**config.mk**
```make
export PLATFORM = sky130hd
export DESIGN_NAME = lsp_result_fifo
export DESIGN_NICKNAME = d
export VERILOG_FILES = /design/src/design/lsu_pkg.sv /design/src/design/lsp_result_fifo.sv
export SDC_FILE = /design/constraint.sdc
export NUM_CORES = 1
export LEC_CHECK = 0
export BUFFER_PORTS_ARGS = -buffer_cell sky130_fd_sc_hd__buf_2
export CAP_MARGIN = 10
export CORE_UTILIZATION = 58
export CTS_BUF_LIST = sky130_fd_sc_hd__clkbuf_4
export CTS_CLUSTER_SIZE = 24
export DETAILED_ROUTE_END_ITERATION = 10
export GPL_TIMING_DRIVEN = 0
export PLACE_DENSITY_LB_ADDON = 0.05
export SYNTH_ARGS = -nofsm -noshare
export SYNTH_HDL_FRONTEND = slang
export SYNTH_SLANG_ARGS = --single-unit
```
**constraint.sdc**
```tcl
create_clock -name clk -period 15.4 [get_ports clk]
set_input_delay 2.31 -clock clk [delete_from_list [all_inputs] [get_ports clk]]
set_output_delay 2.31 -clock clk [all_outputs]
set_load 0.05 [all_outputs]
```
**src/design/lsu_pkg.sv**
```systemverilog
`default_nettype none

package lsu_pkg;

    // Data and address width of the core
    localparam int XLEN = 64;

    // Register file index width
    localparam int REG_ADDR_W = 5;

    // Kind of memory access presented by issue
    typedef enum logic {
        MEM_LOAD  = 1'b0,
        MEM_STORE = 1'b1
    } mem_op_e;

    // Access size, encoded as log2 of the byte count
    typedef enum logic [1:0] {
        MW_BYTE   = 2'd0,
        MW_HALF   = 2'd1,
        MW_WORD   = 2'd2,
        MW_DOUBLE = 2'd3
    } mem_width_e;

    // Request stage, either waiting for issue or holding a bus cycle
    typedef enum logic {
        REQ_IDLE = 1'b0,
        REQ_BUS  = 1'b1
    } req_state_e;

endpackage

`default_nettype wire

```
**src/design/lsp_result_fifo.sv**
```systemverilog
`timescale 1ns/1ps
`default_nettype none

module lsp_result_fifo (
    input  wire                              clk,
    input  wire                              rst,
    input  wire                              push_valid,
    input  wire [lsu_pkg::XLEN-1:0]          push_result,
    input  wire [lsu_pkg::REG_ADDR_W-1:0]    push_dst,
    input  wire [lsu_pkg::XLEN-1:0]          push_pc,
    input  wire                              wb_ready,
    output logic                             fifo_ready,
    output logic                             wb_valid,
    output logic [lsu_pkg::XLEN-1:0]         wb_result,
    output logic [lsu_pkg::REG_ADDR_W-1:0]   wb_dst,
    output logic [lsu_pkg::XLEN-1:0]         wb_pc
);
    import lsu_pkg::*;

    logic [XLEN-1:0]        res_q [2];
    logic [REG_ADDR_W-1:0]  dst_q [2];
    logic [XLEN-1:0]        pc_q  [2];
    logic                   wr_ptr;
    logic                   rd_ptr;
    logic [1:0]             count;
    logic                   pop;

    assign fifo_ready = (count != 2'd2);
    assign wb_valid   = (count != 2'd0);
    assign pop        = wb_valid && wb_ready;

    // Head entry is on the outputs without a read strobe
    assign wb_result = res_q[rd_ptr];
    assign wb_dst    = dst_q[rd_ptr];
    assign wb_pc     = pc_q[rd_ptr];

    always_ff @(posedge clk) begin
        if (push_valid) begin
            res_q[wr_ptr] <= push_result;
            dst_q[wr_ptr] <= push_dst;
            pc_q[wr_ptr]  <= push_pc;
        end
    end

    always_ff @(posedge clk) begin
        if (rst) begin
            wr_ptr <= 1'b0;
            rd_ptr <= 1'b0;
            count  <= 2'd0;
        end else begin
            if (push_valid) begin
                wr_ptr <= !wr_ptr;
            end
            if (pop) begin
                rd_ptr <= !rd_ptr;
            end
            case ({push_valid, pop})
                2'b10:   count <= count + 2'd1;
                2'b01:   count <= count - 2'd1;
                default: count <= count;
            endcase
        end
    end

    // Issue is held off while full, so a load in flight always has room
    a_no_push_full: assert property (@(posedge clk) disable iff (rst)
        push_valid |-> fifo_ready);

endmodule

`default_nettype wire

```
### After elaboration in Yosys (flattened, before gate mapping)

Memories as Yosys holds them, arrays and structs flattened. A register that Yosys moved wholly into a read port is not among the register bits.
Cells that the tools add are included.

* $add $sub $neg: 2
* reduce and logical (&&, ||, !) cells: 5
* muxes and demuxes: 9
* eq/ne operators: 3

Operators by type and width (number)
* 1-bit two-way mux: 8
* 2-bit one-hot mux with 2 select lines: 1
* 2-bit nonzero test: 2
* 2-bit by 1-bit adder with 2-bit output, second input constant: 1
* 2-bit by 1-bit equality test with 1-bit output, second input constant: 1
* 2-bit equality test, second input constant: 1
* 1-bit logical NOT: 2
* 2-bit inequality test, second input constant: 1
* 2-bit by 1-bit subtractor with 2-bit output, second input constant: 1
* 1-bit logical AND: 1

* word-level logic and storage cells: 25
* memory bits (writable): 266
* output and inout bits: 135
* memories kept: 3
* input bits: 137
* bits in registers: 4

Memory list
* pc_q: depth 2, bits a word 64, rd ports 1, clocked after memory_dff 1, wr ports 1, line lsp_result_fifo.sv:22 `logic [XLEN-1:0] pc_q [2];`
* res_q: depth 2, bits a word 64, rd ports 1, clocked after memory_dff 1, wr ports 1, line lsp_result_fifo.sv:20 `logic [XLEN-1:0] res_q [2];`
* dst_q: depth 2, bits a word 5, rd ports 1, clocked after memory_dff 1, wr ports 1, line lsp_result_fifo.sv:21 `logic [REG_ADDR_W-1:0] dst_q [2];`

### Longest topological paths before layout

* word-level depth: 4
* depth in mapped cells: 5
* gate-level depth less buffers: 5

### Worst setup path after synthesis

OpenSTA, ideal clock, no wires.

* path kind: in2reg
* from: input port push_valid
* to: memory dst_q[0][0], enable pin
* library setup time: 631 ps
* cell stages on the path: 2
* data required time: 14769 ps
* path buffers: 0
* path slack: 6831 ps
* data arrival time: 7938 ps
* cells stage by stage: inv_1 -> nor2_1

* longest elaborated chain between the ends: 2

RTL lines
* start: declaration: line lsp_result_fifo.sv:7 `input wire push_valid,`
* 1-bit two-way mux: line lsp_result_fifo.sv:38 `if (push_valid) begin`
* 1-bit two-way mux (implied by the code): line lsp_result_fifo.sv:40 `dst_q[wr_ptr] <= push_dst;`
* end: declaration: line lsp_result_fifo.sv:21

No other way between the ends.

==> metrics.yaml <==
setup_tns_ns: 0
grt_max_degree: 60
final_nets: 923
cts-resized-gates: 0
remaining_drc_errors: 0
die_height_um: 134
clockPowerShare: 0.264
vias_per_cell: 4.95
grt_pass1_wl_um: 27400
power_mw: 2.15
hp-class: "reg2reg"
fin_worst_skew_ns: 0.0363
hold_start: "rd_ptr"
htree_num_levels: 3
ys_warn_count: 0
dr.pass1.iters: 4
hold_viol_final: 0
routabilityCongestion: 0.736
grt_util_all_layers: 0.205
critPathLaunchType: "register"
most-common-layout-cells: "278 x buf_2, 266 x edfxtp_1, 98 x clkbuf_4"
cts_hold_buf: 0
rows: 47
synth.distinct_cells: 18
grt_antenna_before_repair: 2
antenna_left: 0
final-max-slew-violation-count: 0
yosysSeqAreaShare: 0.802
drt_iter0_markers: 209
seqPwrFrac: 0.407
initial_core_util: 0.602
endpoint_kind: "output pin"
synth-seq-cells: 271
clkSlewWorstSetupHoldPaths_ns: 0.06
dieArea_um2: 17900
core_area_um2: 16800
finalSetupViolations: 0
max-slew-margin-rel: 0.566
syn_area_um2: 10100
yosysTopAreaCellShare: 0.792
cp.arrival_ns: 2.06
fin_crit_sh: 0.284
cts_setup_buffers: 0
min_period_ns: 4.37
max_freq_ghz: 0.229
drt-total-wl_um: 18100
final_common_cell: "buf_2"
synth_top_area_cell: "edfxtp_1"
clockRootBuffer: "clkbuf_4"
pwr-share-comb: 0.329
cts.sinks: 271
yosys-top-cells-area: "edfxtp_1 79%, mux2_4 10%, mux2_1 7.0%"
dieWidth_um: 134
synthToLayoutAreaGrowth_pct: 26.3
ir_drop_mv: 0.112
crit_type: "reg2out"
drive_above_1_share: 0.567
r2r_start: "wr_ptr"
grt_pass1_vias: 5542
synthCells: 437
worstPathRequired_ns: 13.09
intPower_mw: 1.39
grt_setup_unrepaired: "no"
tightest_slew_ns: 0.650
cts_made_buffers: 68
numPortBuffers: 271
synth_nets: 575
cts_tree: "built"
status: "complete, no violations"
cap_viol_max_count: 0
clk_latency_ns: 0.63
power.leakage_nw: 5.07
grt_overflow: 0
fillerInstances: 1003
swShare: 0.352
dr_total_vias: 5211
netSwitchingPower_mw: 0.759
hpwl_um: 12400
avgSynthCellArea_um2: 23.1
io_pins: 272
cts_buffer_depth: 3
power_density_nw_per_um2: 169
wl_per_cell_um: 17.2
cp_max_fo: 10
critical path, stage by stage (launching register included):
cell	delay, ns
dfxtp_1	0.30
buf_2	0.20
buf_6	0.21
buf_6	0.20
mux2_4	0.32
buf_2	0.22
final timing paths:
kind                                 endpoint  slack (ns)  depth (start not counted)
worst min register to register       register        0.52                          2
worst max-delay path            wb_result[13]       11.03                          5
worst min-delay path                 register        0.52                          2
worst max register to register     pc_q[0][6]       13.70                          3
cell type report:
class	instances	area, um2	share of cell area
sequential	271	8090	0.635
multi-input combinational	150	1880	0.148
timing repair buffer	278	1530	0.120
clock buffer	98	736	0.0578
tap	220	275	0.0216
buffer	15	125	0.00982
clock inverter	19	101	0.00796
inverter	1	3.75	0.000295
antenna	1	2.50	0.000196
state kept, by name, indices dropped and copies added (netlist names), named ones only:
| name | cells |
|---|---|
| pc_q | 128 |
| wr_ptr | 1 |
| count | 2 |
| dst_q | 10 |
| res_q | 128 |
| rd_ptr | 1 |
routing by layer:
layer	global-route usage	wire (um)	part of all wire	vias to the layer above
li1	-	-	-	2484
met1	0.221	6450	0.36	2484
met2	0.353	9510	0.53	219
met3	0.0941	1890	0.10	22
met4	0.0770	223	0.012	2
met5	0	11	0.00061	-
Yosys cell counts:
| library cell | instances |
|---|---|
| edfxtp_1 | 266 |
| mux2_4 | 70 |
| mux2_1 | 63 |
| buf_6 | 8 |
| buf_2 | 7 |
| dfxtp_1 | 5 |
| nor2_1 | 5 |
| xnor2_1 | 3 |
| a21oi_1 | 1 |
| and2_1 | 1 |
| ha_1 | 1 |
| inv_1 | 1 |
| nand2b_1 | 1 |
| o21a_2 | 1 |
| o21ai_0 | 1 |
| or2_1 | 1 |
| or3_1 | 1 |
| xor2_1 | 1 |
power by group through the flow:
stage	clock network, mW	logic [mW]	registers [mW]
floorplan	0	0.570	0.896
global placement	0	0.696	0.901
detailed placement	0	0.713	0.893
CTS	0.590	0.715	0.877
global route	0.623	0.738	0.880
finish	0.569	0.707	0.877
kinds of logic after synthesis:
| logic type | after synthesis | synth area share |
|---|---|---|
| DFF | 271 | 0.802 |
| muxes | 133 | 0.175 |
| buffers and inverters | 16 | 0.0128 |
| and+or+nand+nor | 9 | 0.00434 |
| xor gates and xnor gates | 4 | 0.00347 |
| AOI/OAI and AO/OA | 3 | 0.00186 |
| adders and majority gates | 1 | 0.00124 |
stage by stage:
step | utilization | instances | setup WS (ns) | cell area, um2 | hold slack, ns
after floorplan | - | 437 | 6.83 | 10100 | 0.474
final | 0.760 | 1053 | 11.03 | 12700 | 0.519
after global routing | 0.760 | 1053 | 10.89 | 12700 | 0.556
after detailed placement | 0.710 | 935 | 11.51 | 11900 | 0.502
after CTS | 0.760 | 1052 | 10.94 | 12700 | 0.522
after global placement | 0.699 | 928 | 4.04 | 11700 | 0.492
Note: power is estimated with default switching activity, not from simulation.
