File: config.mk
export PLATFORM = sky130hd
export DESIGN_NAME = lsp_load_align
export DESIGN_NICKNAME = d
export VERILOG_FILES = /design/src/design/lsu_pkg.sv /design/src/design/lsp_load_align.sv
export SDC_FILE = /design/constraint.sdc
export NUM_CORES = 1
export LEC_CHECK = 0
export ABC_AREA = 1
export BUFFER_PORTS_ARGS = -buffer_cell sky130_fd_sc_hd__clkbuf_2
export CORE_AREA = 4 4 183 185
export DETAILED_ROUTE_END_ITERATION = 8
export DIE_AREA = 0 0 187 189
export GPL_TIMING_DRIVEN = 0
export PLACE_DENSITY = 0.47
export SYNTH_ARGS = -nofsm -noshare
export SYNTH_HDL_FRONTEND = slang
export SYNTH_SLANG_ARGS = --single-unit
File: constraint.sdc
create_clock -name vclk -period 1.6
set_input_delay 0.32 -clock vclk [all_inputs]
set_output_delay 0.32 -clock vclk [all_outputs]
set_load 0.02 [all_outputs]
File: src/design/lsu_pkg.sv
`default_nettype none

package lsu_pkg;

    // Data and address width of the core
    localparam int XLEN = 64;

    // Register file index width
    localparam int REG_ADDR_W = 5;

    // Kind of memory access presented by issue
    typedef enum logic {
        MEM_LOAD  = 1'b0,
        MEM_STORE = 1'b1
    } mem_op_e;

    // Access size, encoded as log2 of the byte count
    typedef enum logic [1:0] {
        MW_BYTE   = 2'd0,
        MW_HALF   = 2'd1,
        MW_WORD   = 2'd2,
        MW_DOUBLE = 2'd3
    } mem_width_e;

    // Request stage, either waiting for issue or holding a bus cycle
    typedef enum logic {
        REQ_IDLE = 1'b0,
        REQ_BUS  = 1'b1
    } req_state_e;

endpackage

`default_nettype wire

File: src/design/lsp_load_align.sv
`timescale 1ns/1ps
`default_nettype none

module lsp_load_align #(
    parameter int NUM_BANKS = 4
) (
    input  wire [NUM_BANKS-1:0]                     wb_ack,
    input  wire [NUM_BANKS-1:0][lsu_pkg::XLEN-1:0]  wb_dat_r,
    input  wire lsu_pkg::mem_width_e                ld_width,
    input  wire                                     ld_unsigned,
    input  wire [2:0]                               ld_offset,
    input  wire [lsu_pkg::REG_ADDR_W-1:0]           ld_dst,
    input  wire [lsu_pkg::XLEN-1:0]                 ld_pc,
    input  wire                                     ld_is_load,
    output logic                                    bus_ack,
    output logic                                    push_valid,
    output logic [lsu_pkg::XLEN-1:0]                push_result,
    output logic [lsu_pkg::REG_ADDR_W-1:0]          push_dst,
    output logic [lsu_pkg::XLEN-1:0]                push_pc
);
    import lsu_pkg::*;

    logic [XLEN-1:0]  rd_data;
    logic [7:0]       rd_byte;
    logic [15:0]      rd_half;
    logic [31:0]      rd_word;

    assign bus_ack = |wb_ack;

    // Only one bank is strobed, so an AND-OR merge is enough
    always_comb begin
        rd_data = '0;
        for (int b = 0; b < NUM_BANKS; b++) begin
            if (wb_ack[b]) begin
                rd_data = rd_data | wb_dat_r[b];
            end
        end
    end

    // Lane pick, the offset is already known to be aligned
    assign rd_byte = rd_data[{ld_offset, 3'b000} +: 8];
    assign rd_half = rd_data[{ld_offset[2:1], 4'b0000} +: 16];
    assign rd_word = rd_data[{ld_offset[2], 5'b00000} +: 32];

    always_comb begin
        case (ld_width)
            MW_BYTE: begin
                push_result = {{(XLEN-8){rd_byte[7] && !ld_unsigned}}, rd_byte};
            end
            MW_HALF: begin
                push_result = {{(XLEN-16){rd_half[15] && !ld_unsigned}}, rd_half};
            end
            MW_WORD: begin
                push_result = {{(XLEN-32){rd_word[31] && !ld_unsigned}}, rd_word};
            end
            default: begin
                push_result = rd_data;
            end
        endcase
    end

    // Store acks end the bus cycle but queue nothing
    assign push_valid = bus_ack && ld_is_load;
    assign push_dst   = ld_dst;
    assign push_pc    = ld_pc;

    always_comb begin
        a_one_ack: assert ($onehot0(wb_ack));
    end

endmodule

`default_nettype wire

Word-level counts from Yosys, hierarchy flattened --
Cells that the tools add are included. W data, S select, Z words.
Storage, ports and cells: register bits after elaboration 0, bits of input ports 336, logic and storage cells 20
Cells by class: eq/ne operators 2, shift-type cells 3, mux-type cells 5, bitwise operators 3, reductions and logical operators 7
Operators with widths (number):
- $mux W64 | 4
- $or A64 B64 Y64 | 3
- $pmux W64 S3 | 1
- $shiftx A64 B7 Y16 | 1
- $shiftx A64 B7 Y32 | 1
- $shiftx A64 B7 Y8 | 1
- $logic_and A1 B1 Y1 | 4
- $reduce_or A4 Y1 | 1
- $eq A2 B1 Y1 const B | 1
- $eq A2 B2 Y1 const B | 1
- $logic_not A2 Y1 | 1
- $logic_not A1 Y1 | 1

Logic depth before layout (Yosys ltp) --
depth in word-level cells 10, mapped depth 13

Worst setup path before layout --
OpenSTA, ideal clock, no wires.
path kind input to output, from input wb_ack[0], to output push_valid, arrival 1.499 ns, data required time 1.280 ns, path slack -0.219 ns, stages on the path 5, buffers on the path 3, path through buf_6 -> buf_6 -> buf_4 -> or4_4 -> and2_1
On the way: longest elaborated chain between the ends 2
Ends and longest elaborated chain:
- start, declared | RTL line lsp_load_align.sv:7 | input wire [NUM_BANKS-1:0] wb_ack,
- $reduce_or A4 Y1 | RTL line lsp_load_align.sv:28 | assign bus_ack = |wb_ack;
- named net bus_ack | RTL line lsp_load_align.sv:15 | output logic bus_ack,
- $logic_and A1 B1 Y1 | RTL line lsp_load_align.sv:63 | assign push_valid = bus_ack && ld_is_load;
- end, declared | RTL line lsp_load_align.sv:16 | output logic push_valid,
The timed path passes the listed nets, and every way through them passes these cells.

Worst setup path after layout --
from input wb_ack[3], to output push_result[54] (netlist name)
On the way: longest elaborated chain between the ends 4
Ends and longest elaborated chain:
- $mux W64 * | RTL line lsp_load_align.sv:34 | if (wb_ack[b]) begin
- $shiftx A64 B7 Y32, or another cell as far along | RTL line lsp_load_align.sv:43 | assign rd_word = rd_data[{ld_offset[2], 5'b00000} +: 32];
- $logic_and A1 B1 Y1 (on tied branches) | RTL line lsp_load_align.sv:54, lsp_load_align.sv:48, lsp_load_align.sv:51
- $pmux W64 S3 * | RTL line lsp_load_align.sv:46 | case (ld_width)
- end, declared | RTL line lsp_load_align.sv:17 | output logic [lsu_pkg::XLEN-1:0] push_result,
Every way passes the cells marked *; elsewhere a longest branch is shown, timed or not.

==> summary.txt <==
Run status
  • Status: finished with violations
  • Failing checks: setup timing

Global routing
  • Overall Global Routing Usage: 0.193
  • Global route overflow: 0
  • Largest net degree at the start of global routing: 11
  • Antenna violations before repair: 2
  • First-pass GRT wire length: 52400 um
  • Vias in the first global route: 8384

Final layout
  • Most common cell after layout, fill and taps aside: nand2_1
  • Clock buf count: 0
  • Layout cells sized above 1: 0.568
  • Number of fill cells: 3526
  • ANT cells: 0
  • Most frequent cells in the layout: nand2_1 (430), clkbuf_2 (339), buf_4 (97)
  • Seq Cell Count: 0
  • Design area: 10800 sq um
  • Final Net Count: 1874
  • Register area: 0 sq um
  • Post-Layout Cell Count: 1944
  • P&R area growth vs syn: 107%

STA
  • Post-route worst setup slack: -0.665 ns
  • RSZ-0062 raised after global routing: yes
  • Final worst-path cycle share: 1.42
  • Hold Vio Cnt, Final: 0
  • Maximum clock rate: 442 MHz
  • Max-slew violations: 0
  • Crit path time final: 2.26 ns
  • Worst-Margin Slew: 0.640 ns
  • # setup viols final: 66
  • Slew margin rel.: 0.573
  • Post-route setup TNS: -39.57 ns

Synthesis
  • Synth Instances: 1086
  • Syn nets: 1422
  • Synth Cell Area: 5240 sq um
  • Post-synthesis sequential area ratio: 0
  • Netlist cell types: 29
  • Yosys Warn Count: 0
  • Synth Area per Inst: 4.82 sq um

Setup path
  • Worst Setup End Kind: primary output
  • Worst setup SP type: input port
  • CP Data Arrival Time: 1.94 ns
  • Crit-path max FO: 8
  • Data required time of the worst path: 1.28 ns
  • Kind of critical path: input port to primary output

Drt
  • DR vias: 8795
  • Overall routed net length: 39700 um
  • Via density: 4.52
  • Routed WL per cell: 20.4 um
  • Post-route DRC violation count: 0
  • Final ANT Viol Nets: 0
  • TritonRoute pass-1 iters: 5
  • Detailed Route Iter0 Violations: 346

Power
  • Cell Pwr Density: 387 nW/um^2
  • Total power: 4.20 mW
  • Clock share of power: 0
  • Sw Pwr: 2.33 mW
  • Switching power share of the total: 0.556
  • Combinational Power Share: 1.000
  • Max IR drop VDD: 0.000101 V
  • Internal Power: 1.86 mW
  • Flop pwr share: 0
  • Leakage: 6.08 nW

Floorplan
  • Top Ports: 471
  • DIE HEIGHT: 189 um
  • Floorplan row count: 66
  • Die Wd: 187 um
  • Die area: 35300 sq um
  • Initial core utilization: 0.163
  • Core area: 32000 sq um

Placement
  • Placed insts: 1894
  • DP HPWL: 30700 um
  • Cell Area, Placed: 8080 sq um
  • Port bufs: 400
  • Worst slack at placement: -0.993 ns
  • Gpl congestion: 0.928

Clock network
  • # hold bufs at CTS: 0

Hold path
  • Min-Delay Path Class: input port to primary output

Flow run
  • Number of max-cap violations: 0
## power groups by stage
| stage | logic [mW] | registers, mW | clock network (mW) |
|---|---|---|---|
| floorplan | 1.85 | 0 | 0 |
| CTS | 3.51 | 0 | 0 |
| detailed placement | 3.09 | 0 | 0 |
| global route | 4.49 | 0 | 0 |
| finish | 4.20 | 0 | 0 |
| global placement | 3.08 | 0 | 0 |
## routing by layer
layer	global-route usage	vias to the layer above	part of all wire
li1	-	4272	-
met1	0.230	4099	0.40
met2	0.370	396	0.52
met3	0.0360	26	0.064
met4	0.0196	2	0.014
met5	0	-	0.00050
## layout make-up
type | count | area (sq um) | share of cell area
inverters | 57 | 226 | 0.0209
repair buffers | 450 | 3320 | 0.307
plain buffers | 142 | 1350 | 0.124
multi-input cells | 887 | 5430 | 0.501
well taps | 408 | 510 | 0.0471
## cells in the mapped netlist, drive strengths merged
master | instances | area (sq um)
clkbuf | 17 | 63.8
or4 | 1 | 11.3
or2 | 1 | 6.26
buf | 125 | 962
o211ai | 13 | 97.6
o21a | 1 | 7.51
o21ai | 79 | 395
nand4 | 4 | 31.3
nor3 | 1 | 5.00
inv | 56 | 213
a21oi | 35 | 175
a22oi | 5 | 62.6
and2 | 1 | 6.26
nand2 | 560 | 2110
clkinv | 1 | 3.75
o2111ai | 1 | 8.76
nand3 | 103 | 736
nor2 | 82 | 345
## worst max-delay path: stages
cell	delay, ns
buf_6	0.11
clkbuf_16	0.16
nand2_1	0.06
nand2_1	0.07
nor2_2	0.16
nand2_1	0.10
nand3_2	0.08
nand3_2	0.12
nand4_4	0.14
buf_12	0.21
clkbuf_16	0.19
nand3_2	0.08
buf_6	0.14
## per-stage QoR
stage,utilization,hold slack (ns)
floorplan,-,0.753
global placement,0.252,0.866
detailed placement,0.252,0.866
CTS,0.283,0.866
global route,0.338,0.869
finish,0.338,0.864
## cell families (layout without fill, tap and decap cells)
group | after synthesis | after routing | share of synthesized area
buffers and inverters | 199 | 649 | 0.237
and+or+nand+nor | 753 | 753 | 0.620
AOI/OAI and AO/OA | 134 | 134 | 0.143
## timing repair
item | in CTS | in global routing
setup buffers | 18 | 9
gates resized for setup | 215 | 424
gates cloned | 3 | 20
endpoints found under the setup margin | 66 | 66
pin swaps | 28 | 99
## path summary, 6_finish.rpt
path	cells past startpoint	endpoint	slack [ns]	start
max	13	push_result[54]	-0.66	wb_ack[3]
min	2	push_pc[5]	0.86	ld_pc[5]
Power figures use the tool's default switching activity.
