## src/design/lsu_pkg.sv

```systemverilog
`default_nettype none

package lsu_pkg;

    // Data and address width of the core
    localparam int XLEN = 64;

    // Register file index width
    localparam int REG_ADDR_W = 5;

    // Kind of memory access presented by issue
    typedef enum logic {
        MEM_LOAD  = 1'b0,
        MEM_STORE = 1'b1
    } mem_op_e;

    // Access size, encoded as log2 of the byte count
    typedef enum logic [1:0] {
        MW_BYTE   = 2'd0,
        MW_HALF   = 2'd1,
        MW_WORD   = 2'd2,
        MW_DOUBLE = 2'd3
    } mem_width_e;

    // Request stage, either waiting for issue or holding a bus cycle
    typedef enum logic {
        REQ_IDLE = 1'b0,
        REQ_BUS  = 1'b1
    } req_state_e;

endpackage

`default_nettype wire

```

## src/design/lsp_request.sv

```systemverilog
`timescale 1ns/1ps
`default_nettype none

module lsp_request #(
    parameter int NUM_BANKS = 4
) (
    input  wire                               clk,
    input  wire                               rst,
    input  wire                               ix_valid,
    input  wire lsu_pkg::mem_op_e             ix_op,
    input  wire lsu_pkg::mem_width_e          ix_width,
    input  wire                               ix_unsigned,
    input  wire [lsu_pkg::XLEN-1:0]           ix_base,
    input  wire [11:0]                        ix_offset,
    input  wire [lsu_pkg::XLEN-1:0]           ix_source,
    input  wire [lsu_pkg::REG_ADDR_W-1:0]     ix_dst,
    input  wire [lsu_pkg::XLEN-1:0]           ix_pc,
    input  wire                               fifo_ready,
    input  wire                               bus_ack,
    output logic                              ix_ready,
    output logic                              misaligned_load,
    output logic                              misaligned_store,
    output logic [lsu_pkg::XLEN-1:0]          fault_pc,
    output logic                              wb_cyc,
    output logic [NUM_BANKS-1:0]              wb_stb,
    output logic                              wb_we,
    output logic [lsu_pkg::XLEN-4:0]          wb_adr,
    output logic [lsu_pkg::XLEN-1:0]          wb_dat_w,
    output logic [7:0]                        wb_sel,
    output lsu_pkg::mem_width_e               ld_width,
    output logic                              ld_unsigned,
    output logic [2:0]                        ld_offset,
    output logic [lsu_pkg::REG_ADDR_W-1:0]    ld_dst,
    output logic [lsu_pkg::XLEN-1:0]          ld_pc,
    output logic                              ld_is_load
);
    import lsu_pkg::*;

    localparam int SEL_W = (NUM_BANKS > 1) ? $clog2(NUM_BANKS) : 1;

    req_state_e             state;
    logic                   issue_en;
    logic [XLEN-1:0]        agu_addr;
    logic                   misaligned;
    logic                   issue;
    logic                   start;
    logic [XLEN-1:0]        st_data;
    logic [7:0]             st_mask;
    logic [SEL_W-1:0]       bank_idx;
    logic [NUM_BANKS-1:0]   stb_dec;

    // Address generation with the 12-bit signed displacement
    assign agu_addr = ix_base + {{(XLEN-12){ix_offset[11]}}, ix_offset};

    // Natural alignment only
    always_comb begin
        case (ix_width)
            MW_HALF:   misaligned = agu_addr[0];
            MW_WORD:   misaligned = |agu_addr[1:0];
            MW_DOUBLE: misaligned = |agu_addr[2:0];
            default:   misaligned = 1'b0;
        endcase
    end

    // Store data is copied to every lane so the mask alone picks the bytes
    always_comb begin
        case (ix_width)
            MW_BYTE: begin
                st_data = {8{ix_source[7:0]}};
                st_mask = 8'h01 << agu_addr[2:0];
            end
            MW_HALF: begin
                st_data = {4{ix_source[15:0]}};
                st_mask = 8'h03 << agu_addr[2:0];
            end
            MW_WORD: begin
                st_data = {2{ix_source[31:0]}};
                st_mask = 8'h0f << agu_addr[2:0];
            end
            default: begin
                st_data = ix_source;
                st_mask = 8'hff;
            end
        endcase
    end

    // Doublewords are interleaved across the banks
    assign bank_idx = agu_addr[SEL_W+2:3] & SEL_W'(NUM_BANKS - 1);

    always_comb begin
        for (int b = 0; b < NUM_BANKS; b++) begin
            stb_dec[b] = (bank_idx == SEL_W'(b));
        end
    end

    assign ix_ready = issue_en && (state == REQ_IDLE) && fifo_ready;
    assign issue    = ix_valid && ix_ready;
    assign start    = issue && !misaligned;

    always_ff @(posedge clk) begin
        if (rst) begin
            state            <= REQ_IDLE;
            issue_en         <= 1'b0;
            wb_cyc           <= 1'b0;
            wb_stb           <= '0;
            misaligned_load  <= 1'b0;
            misaligned_store <= 1'b0;
        end else begin
            issue_en         <= 1'b1;
            misaligned_load  <= issue && misaligned && (ix_op == MEM_LOAD);
            misaligned_store <= issue && misaligned && (ix_op == MEM_STORE);
            case (state)
                REQ_IDLE: begin
                    if (start) begin
                        state  <= REQ_BUS;
                        wb_cyc <= 1'b1;
                        wb_stb <= stb_dec;
                    end
                end
                REQ_BUS: begin
                    // Classic cycle ends on the edge that samples ack
                    if (bus_ack) begin
                        state  <= REQ_IDLE;
                        wb_cyc <= 1'b0;
                        wb_stb <= '0;
                    end
                end
                default: state <= REQ_IDLE;
            endcase
        end
    end

    // Request fields and load metadata, held for the whole cycle
    always_ff @(posedge clk) begin
        if (start) begin
            wb_we       <= (ix_op == MEM_STORE);
            wb_adr      <= agu_addr[XLEN-1:3];
            wb_dat_w    <= st_data;
            wb_sel      <= st_mask;
            ld_width    <= ix_width;
            ld_unsigned <= ix_unsigned;
            ld_offset   <= agu_addr[2:0];
            ld_dst      <= ix_dst;
            ld_pc       <= ix_pc;
            ld_is_load  <= (ix_op == MEM_LOAD);
        end
        if (issue && misaligned) begin
            fault_pc <= ix_pc;
        end
    end

    // Strobe and request fields stay put until the bank answers
    a_req_held: assert property (@(posedge clk) disable iff (rst)
        wb_cyc && !bus_ack |=> wb_cyc && $stable(wb_stb) && $stable(wb_adr)
            && $stable(wb_sel) && $stable(wb_we));

endmodule

`default_nettype wire

```

## config.mk

```make
export PLATFORM = sky130hd
export DESIGN_NAME = lsp_request
export DESIGN_NICKNAME = d
export VERILOG_FILES = /design/src/design/lsu_pkg.sv /design/src/design/lsp_request.sv
export SDC_FILE = /design/constraint.sdc
export NUM_CORES = 1
export LEC_CHECK = 0
export ABC_AREA = 1
export BUFFER_PORTS_ARGS = -buffer_cell sky130_fd_sc_hd__buf_2
export CAP_MARGIN = 20
export CORE_AREA = 2 2 196 198
export CTS_CLUSTER_DIAMETER = 200
export DETAILED_ROUTE_END_ITERATION = 10
export DIE_AREA = 0 0 198 200
export PLACE_DENSITY = 0.67
export SYNTH_ARGS = -nofsm -noshare
export SYNTH_HDL_FRONTEND = slang
export SYNTH_SLANG_ARGS = --single-unit
```

## constraint.sdc

```tcl
create_clock -name clk -period 8.5 [get_ports clk]
set_input_delay 1.275 -clock clk [delete_from_list [all_inputs] [get_ports clk]]
set_output_delay 1.275 -clock clk [all_outputs]
set_load 0.01 [all_outputs]
```

Word-level counts from Yosys, hierarchy flattened:

Index checks and enable logic that the tools add are counted.

* add/subtract/negate cells: 1
* equality and inequality tests: 8
* shift-type cells: 3
* multiplexer cells: 13
* bitwise logic cells: 2
* reduce and logical (&&, ||, !) cells: 13

Operators by type and width (number)
* 64-bit one-hot mux with 3 select lines: 1
* 64-bit adder: 1
* 8-bit one-hot mux with 3 select lines: 1
* 2-bit equality test, second input constant: 4
* 4-bit two-way mux: 2
* 4-bit one-hot mux with 2 select lines: 1
* 1-bit by 3-bit left shift with 8-bit output, first input constant: 1
* 2-bit by 3-bit left shift with 8-bit output, first input constant: 1
* 4-bit by 3-bit left shift with 8-bit output, first input constant: 1
* 1-bit logical AND: 7
* 1-bit two-way mux: 5
* 2-bit by 1-bit equality test with 1-bit output, second input constant: 2
* 2-bit logical NOT: 2
* 2-bit inequality test, second input constant: 2
* 1-bit one-hot mux with 2 select lines: 2
* 1-bit one-hot mux with 3 select lines: 1
* 3-bit OR reduction: 1
* 1-bit NOT: 2
* 2-bit AND reduction: 1
* 2-bit OR reduction: 1
* 1-bit logical NOT: 1

* flip-flop bits (word level): 283
* input port bits: 218
* output and inout port bits: 282
* word-level logic and storage cells: 57

Logic depth before layout (Yosys ltp):

* word-level depth: 7
* depth in mapped cells: 14
* mapped depth without buffers: 14

Least setup slack after synthesis:

Ideal clock, no wire load.

* path type: input-to-reg
* from: in ix_base[0] in the netlist's numbering
* to: reg ld_dst[0] in the netlist's numbering, enable pin
* library setup time: 0.562 ns
* data arrival time: 6.652 ns
* required time: 7.938 ns
* setup slack: 1.285 ns
* cell stages on the path: 9
* buffers on the path: 0
* path through: ha_1 -> fa_1 -> nor2_1 -> inv_1 -> nand2_1 -> nand3_1 -> nand2_2 -> nand2_4 -> inv_1

* longest elaborated chain between the ends: 5
* elaborated cells on any way between the ends: 6
* classes of those cells: 1 x add/sub; 1 x mux; 4 x reduce/logical

RTL lines
* start, declared: RTL line lsp_request.sv:13 `input wire [lsu_pkg::XLEN-1:0] ix_base,`
* 64-bit adder (*): RTL line lsp_request.sv:53 `assign agu_addr = ix_base + {{(XLEN-12){ix_offset[11]}}, ix_offset};`
* via agu_addr[1]: RTL line lsp_request.sv:43 `logic [XLEN-1:0] agu_addr;`
* 3-bit OR reduction / 2-bit OR reduction (equally long branches): RTL line lsp_request.sv:60, lsp_request.sv:59
* 1-bit one-hot mux with 3 select lines (*): RTL line lsp_request.sv:57 `case (ix_width)`
* 1-bit logical NOT (*): RTL line lsp_request.sv:98 `assign start = issue && !misaligned;`
* 1-bit logical AND (*): RTL line lsp_request.sv:98
* via start: RTL line lsp_request.sv:46 `logic start;`
* end signal, assigned: RTL line lsp_request.sv:143 `ld_dst <= ix_dst;`
* end, declared: RTL line lsp_request.sv:33 `output logic [lsu_pkg::REG_ADDR_W-1:0] ld_dst,`

The timed path passes the listed nets; every way through them passes the cells marked *.
A chain may end at the register's enable or synchronous reset.

Final worst setup path:

Same ends and word-level chain as after synthesis.

==> run metrics <==
CTS resizes 0; slew margin rel. 0.304; clk_skew ~17 ps; power share of the sequential group 0.456; Worst setup startpoint ix_base[0]; H-tree depth 1; Ports 500; min-delay src wb_stb[3]; Post-CTS Hold Buffers 0; DP HPWL 43.8 mm; setup TNS 0 ps; Max Transition Viols Final 0; Worst Tran Pin Value around 1000 ps; CTS Sinks approximately 280; period utilization 0.476; Clk Latency, worst-skew pair 560 ps; fin crit period between 4000 and 5000 ps; Post-CTS Setup Inserts 0; Reg area 8410 um^2; Finished Core Util 0.526; maximum vdd drop roughly 0.15 mV; Die Height 200 um; Filler Cells Inserted between 3000 and 4000; share of cells above drive strength 1 0.264; area of the multi-input gates around 5800 um^2; critical path capture point type flip-flop; top post-synthesis cells by area edfxtp_1 (53%), nand2_1 (18%), inv_1 (7.9%); placed cells about 2800; net load switching power roughly 0.99 mW; largest area contributor in the netlist edfxtp_1; Combinational Power Share 0.181; I/O Buffers between 400 and 500; largest net degree at the start of global routing about 100; Synth top area share 0.529; Vias ~14000; Crit Path Category in -> reg; Seq cells post-synth approximately 280; Hold Slack ~500 ps; R2R depth 7; first-pass GRT wire length 77.2 mm; DR iter-0 viols 921; Clock Tree Buf Depth 3; Worst Path Arrival ~4200 ps; Switching Share 0.281; wire length per cell 18.6 um; vias in the first global route between 10000 and 15000; final setup vio count 0; Pleak approximately 10 nW; core area ~37000 um^2; Post-Syn Area roughly 16000 um^2; Vias/cell about 4.8; Yosys cell types 32; Hold Path Depth 2; Initial Util 0.416; Placed Area 18700 um^2; drt pass-1 iters 5; Clock transition at path regs approximately 60 ps; row count 71; maximum capacitance violations 0; GRT Overall Usage 0.264; area grow syn2layout 26.4%; Power Density between 150 and 200 nW/um^2; die area around 40000 um^2; WP data required 8690 ps; status finished clean; post-synth net total between 2000 and 2500; Yosys Warn Count 0; residual DRC count 0; post-route cell area 19700 um^2; Worst Hold Class reg -> reg; Syn Area/Cell ~8.5 um^2; TritonCTS clock tree yes; Synth Instances between 1500 and 2000; RR Startpoint issue_en; crit start category input pin; antenna viol nets, final 0; Final Wtd Congestion about 0.98; CTS buffer count 30; final non-filler cell total 2894; Final nets between 2000 and 3000; Int Power 2.53 mW; final hold vios 0; initial antenna violation count 6; DRT Wirelength approximately 54 mm; remaining global-route overflow 0; CP Max Fanout a little over 100; Root Driver clkbuf_16; Max Fclk 247 MHz; post-synthesis sequential area ratio 0.540; Die W slightly below 200 um; Clk network pwr share 0.363; RSZ-0062 raised after global routing false
[cells in the final DEF (no fill, tap or decap), types with 3 or more instances in the layout]
cell,n
nand3_1,57
clkinvlp_4,4
clkbuf_16,31
xor2_1,29
edfxtp_1,274
nor3_2,3
diode_2,3
nor2_1,105
nor3_1,11
buf_2,499
clkinv_2,4
a32oi_1,8
inv_6,3
nand2_1,750
clkbuf_1,3
dfxtp_1,9
nand3_2,10
o21ai_0,15
ha_1,68
nor2_2,21
nand2_2,27
o21bai_1,3
buf_4,4
a21oi_1,68
inv_1,326
nor2_4,3
nand4_1,13
inv_2,6
clkinv_1,8
[cells by family (layout without fill, tap and decap cells)]
logic type	count (synthesis)	in the layout	share of synthesized area
buffers and inverters	351	894	0.0849
AO/OA/AOI/OAI	97	97	0.0342
XOR/XNOR	31	31	0.0179
other	0	3	0
adder cells (fa/ha/maj)	70	70	0.0568
flip-flops	283	283	0.540
AND/OR/NAND/NOR	1005	1005	0.266
[Yosys cell counts, drive strengths merged]
| library cell | count |
|---|---|
| a21oi | 68 |
| a32oi | 8 |
| buf | 5 |
| clkbuf | 8 |
| clkinv | 5 |
| dfxtp | 9 |
| edfxtp | 274 |
| fa | 1 |
| ha | 69 |
| inv | 333 |
| nand2 | 779 |
| nand3 | 67 |
| nand4 | 13 |
| nor2 | 129 |
| nor3 | 14 |
| nor4 | 2 |
| o211ai | 2 |
| o21ai | 15 |
| o21bai | 3 |
| o221ai | 1 |
| or2 | 1 |
| xnor2 | 1 |
| xor2 | 30 |
[metrics by stage]
step | power (mW) | worst slack (ps)
floorplan | 2.03 | 1290
global placement | 2.26 | 3940
detailed placement | 2.27 | 3880
CTS | 3.56 | 4490
global route | 3.69 | 4250
finish | 3.53 | 4450
[flip-flops by register name, summed over array words and instances (netlist names)]
signal / count
wb_dat_w: 64
issue_en: 1
wb_we: 1
ld_pc: 64
ld_width: 2
wb_stb: 4
wb_adr: 61
ld_offset: 3
fault_pc: 64
misaligned_store: 1
ld_dst: 5
state: 1
ld_is_load: 1
ld_unsigned: 1
wb_cyc: 1
misaligned_load: 1
wb_sel: 8
[final cells by class]
type | instances | area share
clock inverter | 18 | 0.00839
sequential | 283 | 0.427
tap | 511 | 0.0325
timing repair buffer | 504 | 0.129
clock buffer | 34 | 0.0400
antenna | 3 | 0.000382
multi-input combinational | 1203 | 0.297
inverter | 338 | 0.0649
[per-layer routing]
| metal | track usage | wire length [um] |
|---|---|---|
| met5 | 0 | 18 |
| met4 | 0.0947 | 1970 |
| met3 | 0.0398 | 3330 |
| met2 | 0.483 | 27300 |
| met1 | 0.316 | 21400 |
[power by group through the flow]
stage | Combinational [mW] | Clock (mW) | Sequential (mW)
finish | 0.640 | 1.28 | 1.61
global placement | 0.626 | 0 | 1.64
floorplan | 0.369 | 0 | 1.66
global route | 0.717 | 1.36 | 1.61
CTS | 0.637 | 1.31 | 1.61
detailed placement | 0.631 | 0 | 1.64
[final timing paths]
kind	to	slack [ps]
worst max-delay path	ld_dst[0]	4450
worst min-delay path	wb_stb[3]	490
worst max register to register	ld_dst[0]	5840
worst min register to register	wb_stb[3]	490
[worst max-delay path, cell delays in order]
cell	delay, ps
buf_2	100
ha_1	240
fa_1	570
nor2_1	200
inv_1	90
nand2_1	90
nand3_1	90
nand2_2	120
nand2_4	120
inv_8	520
buf_4	690
No activity file was read; power rests on OpenSTA's default activity.
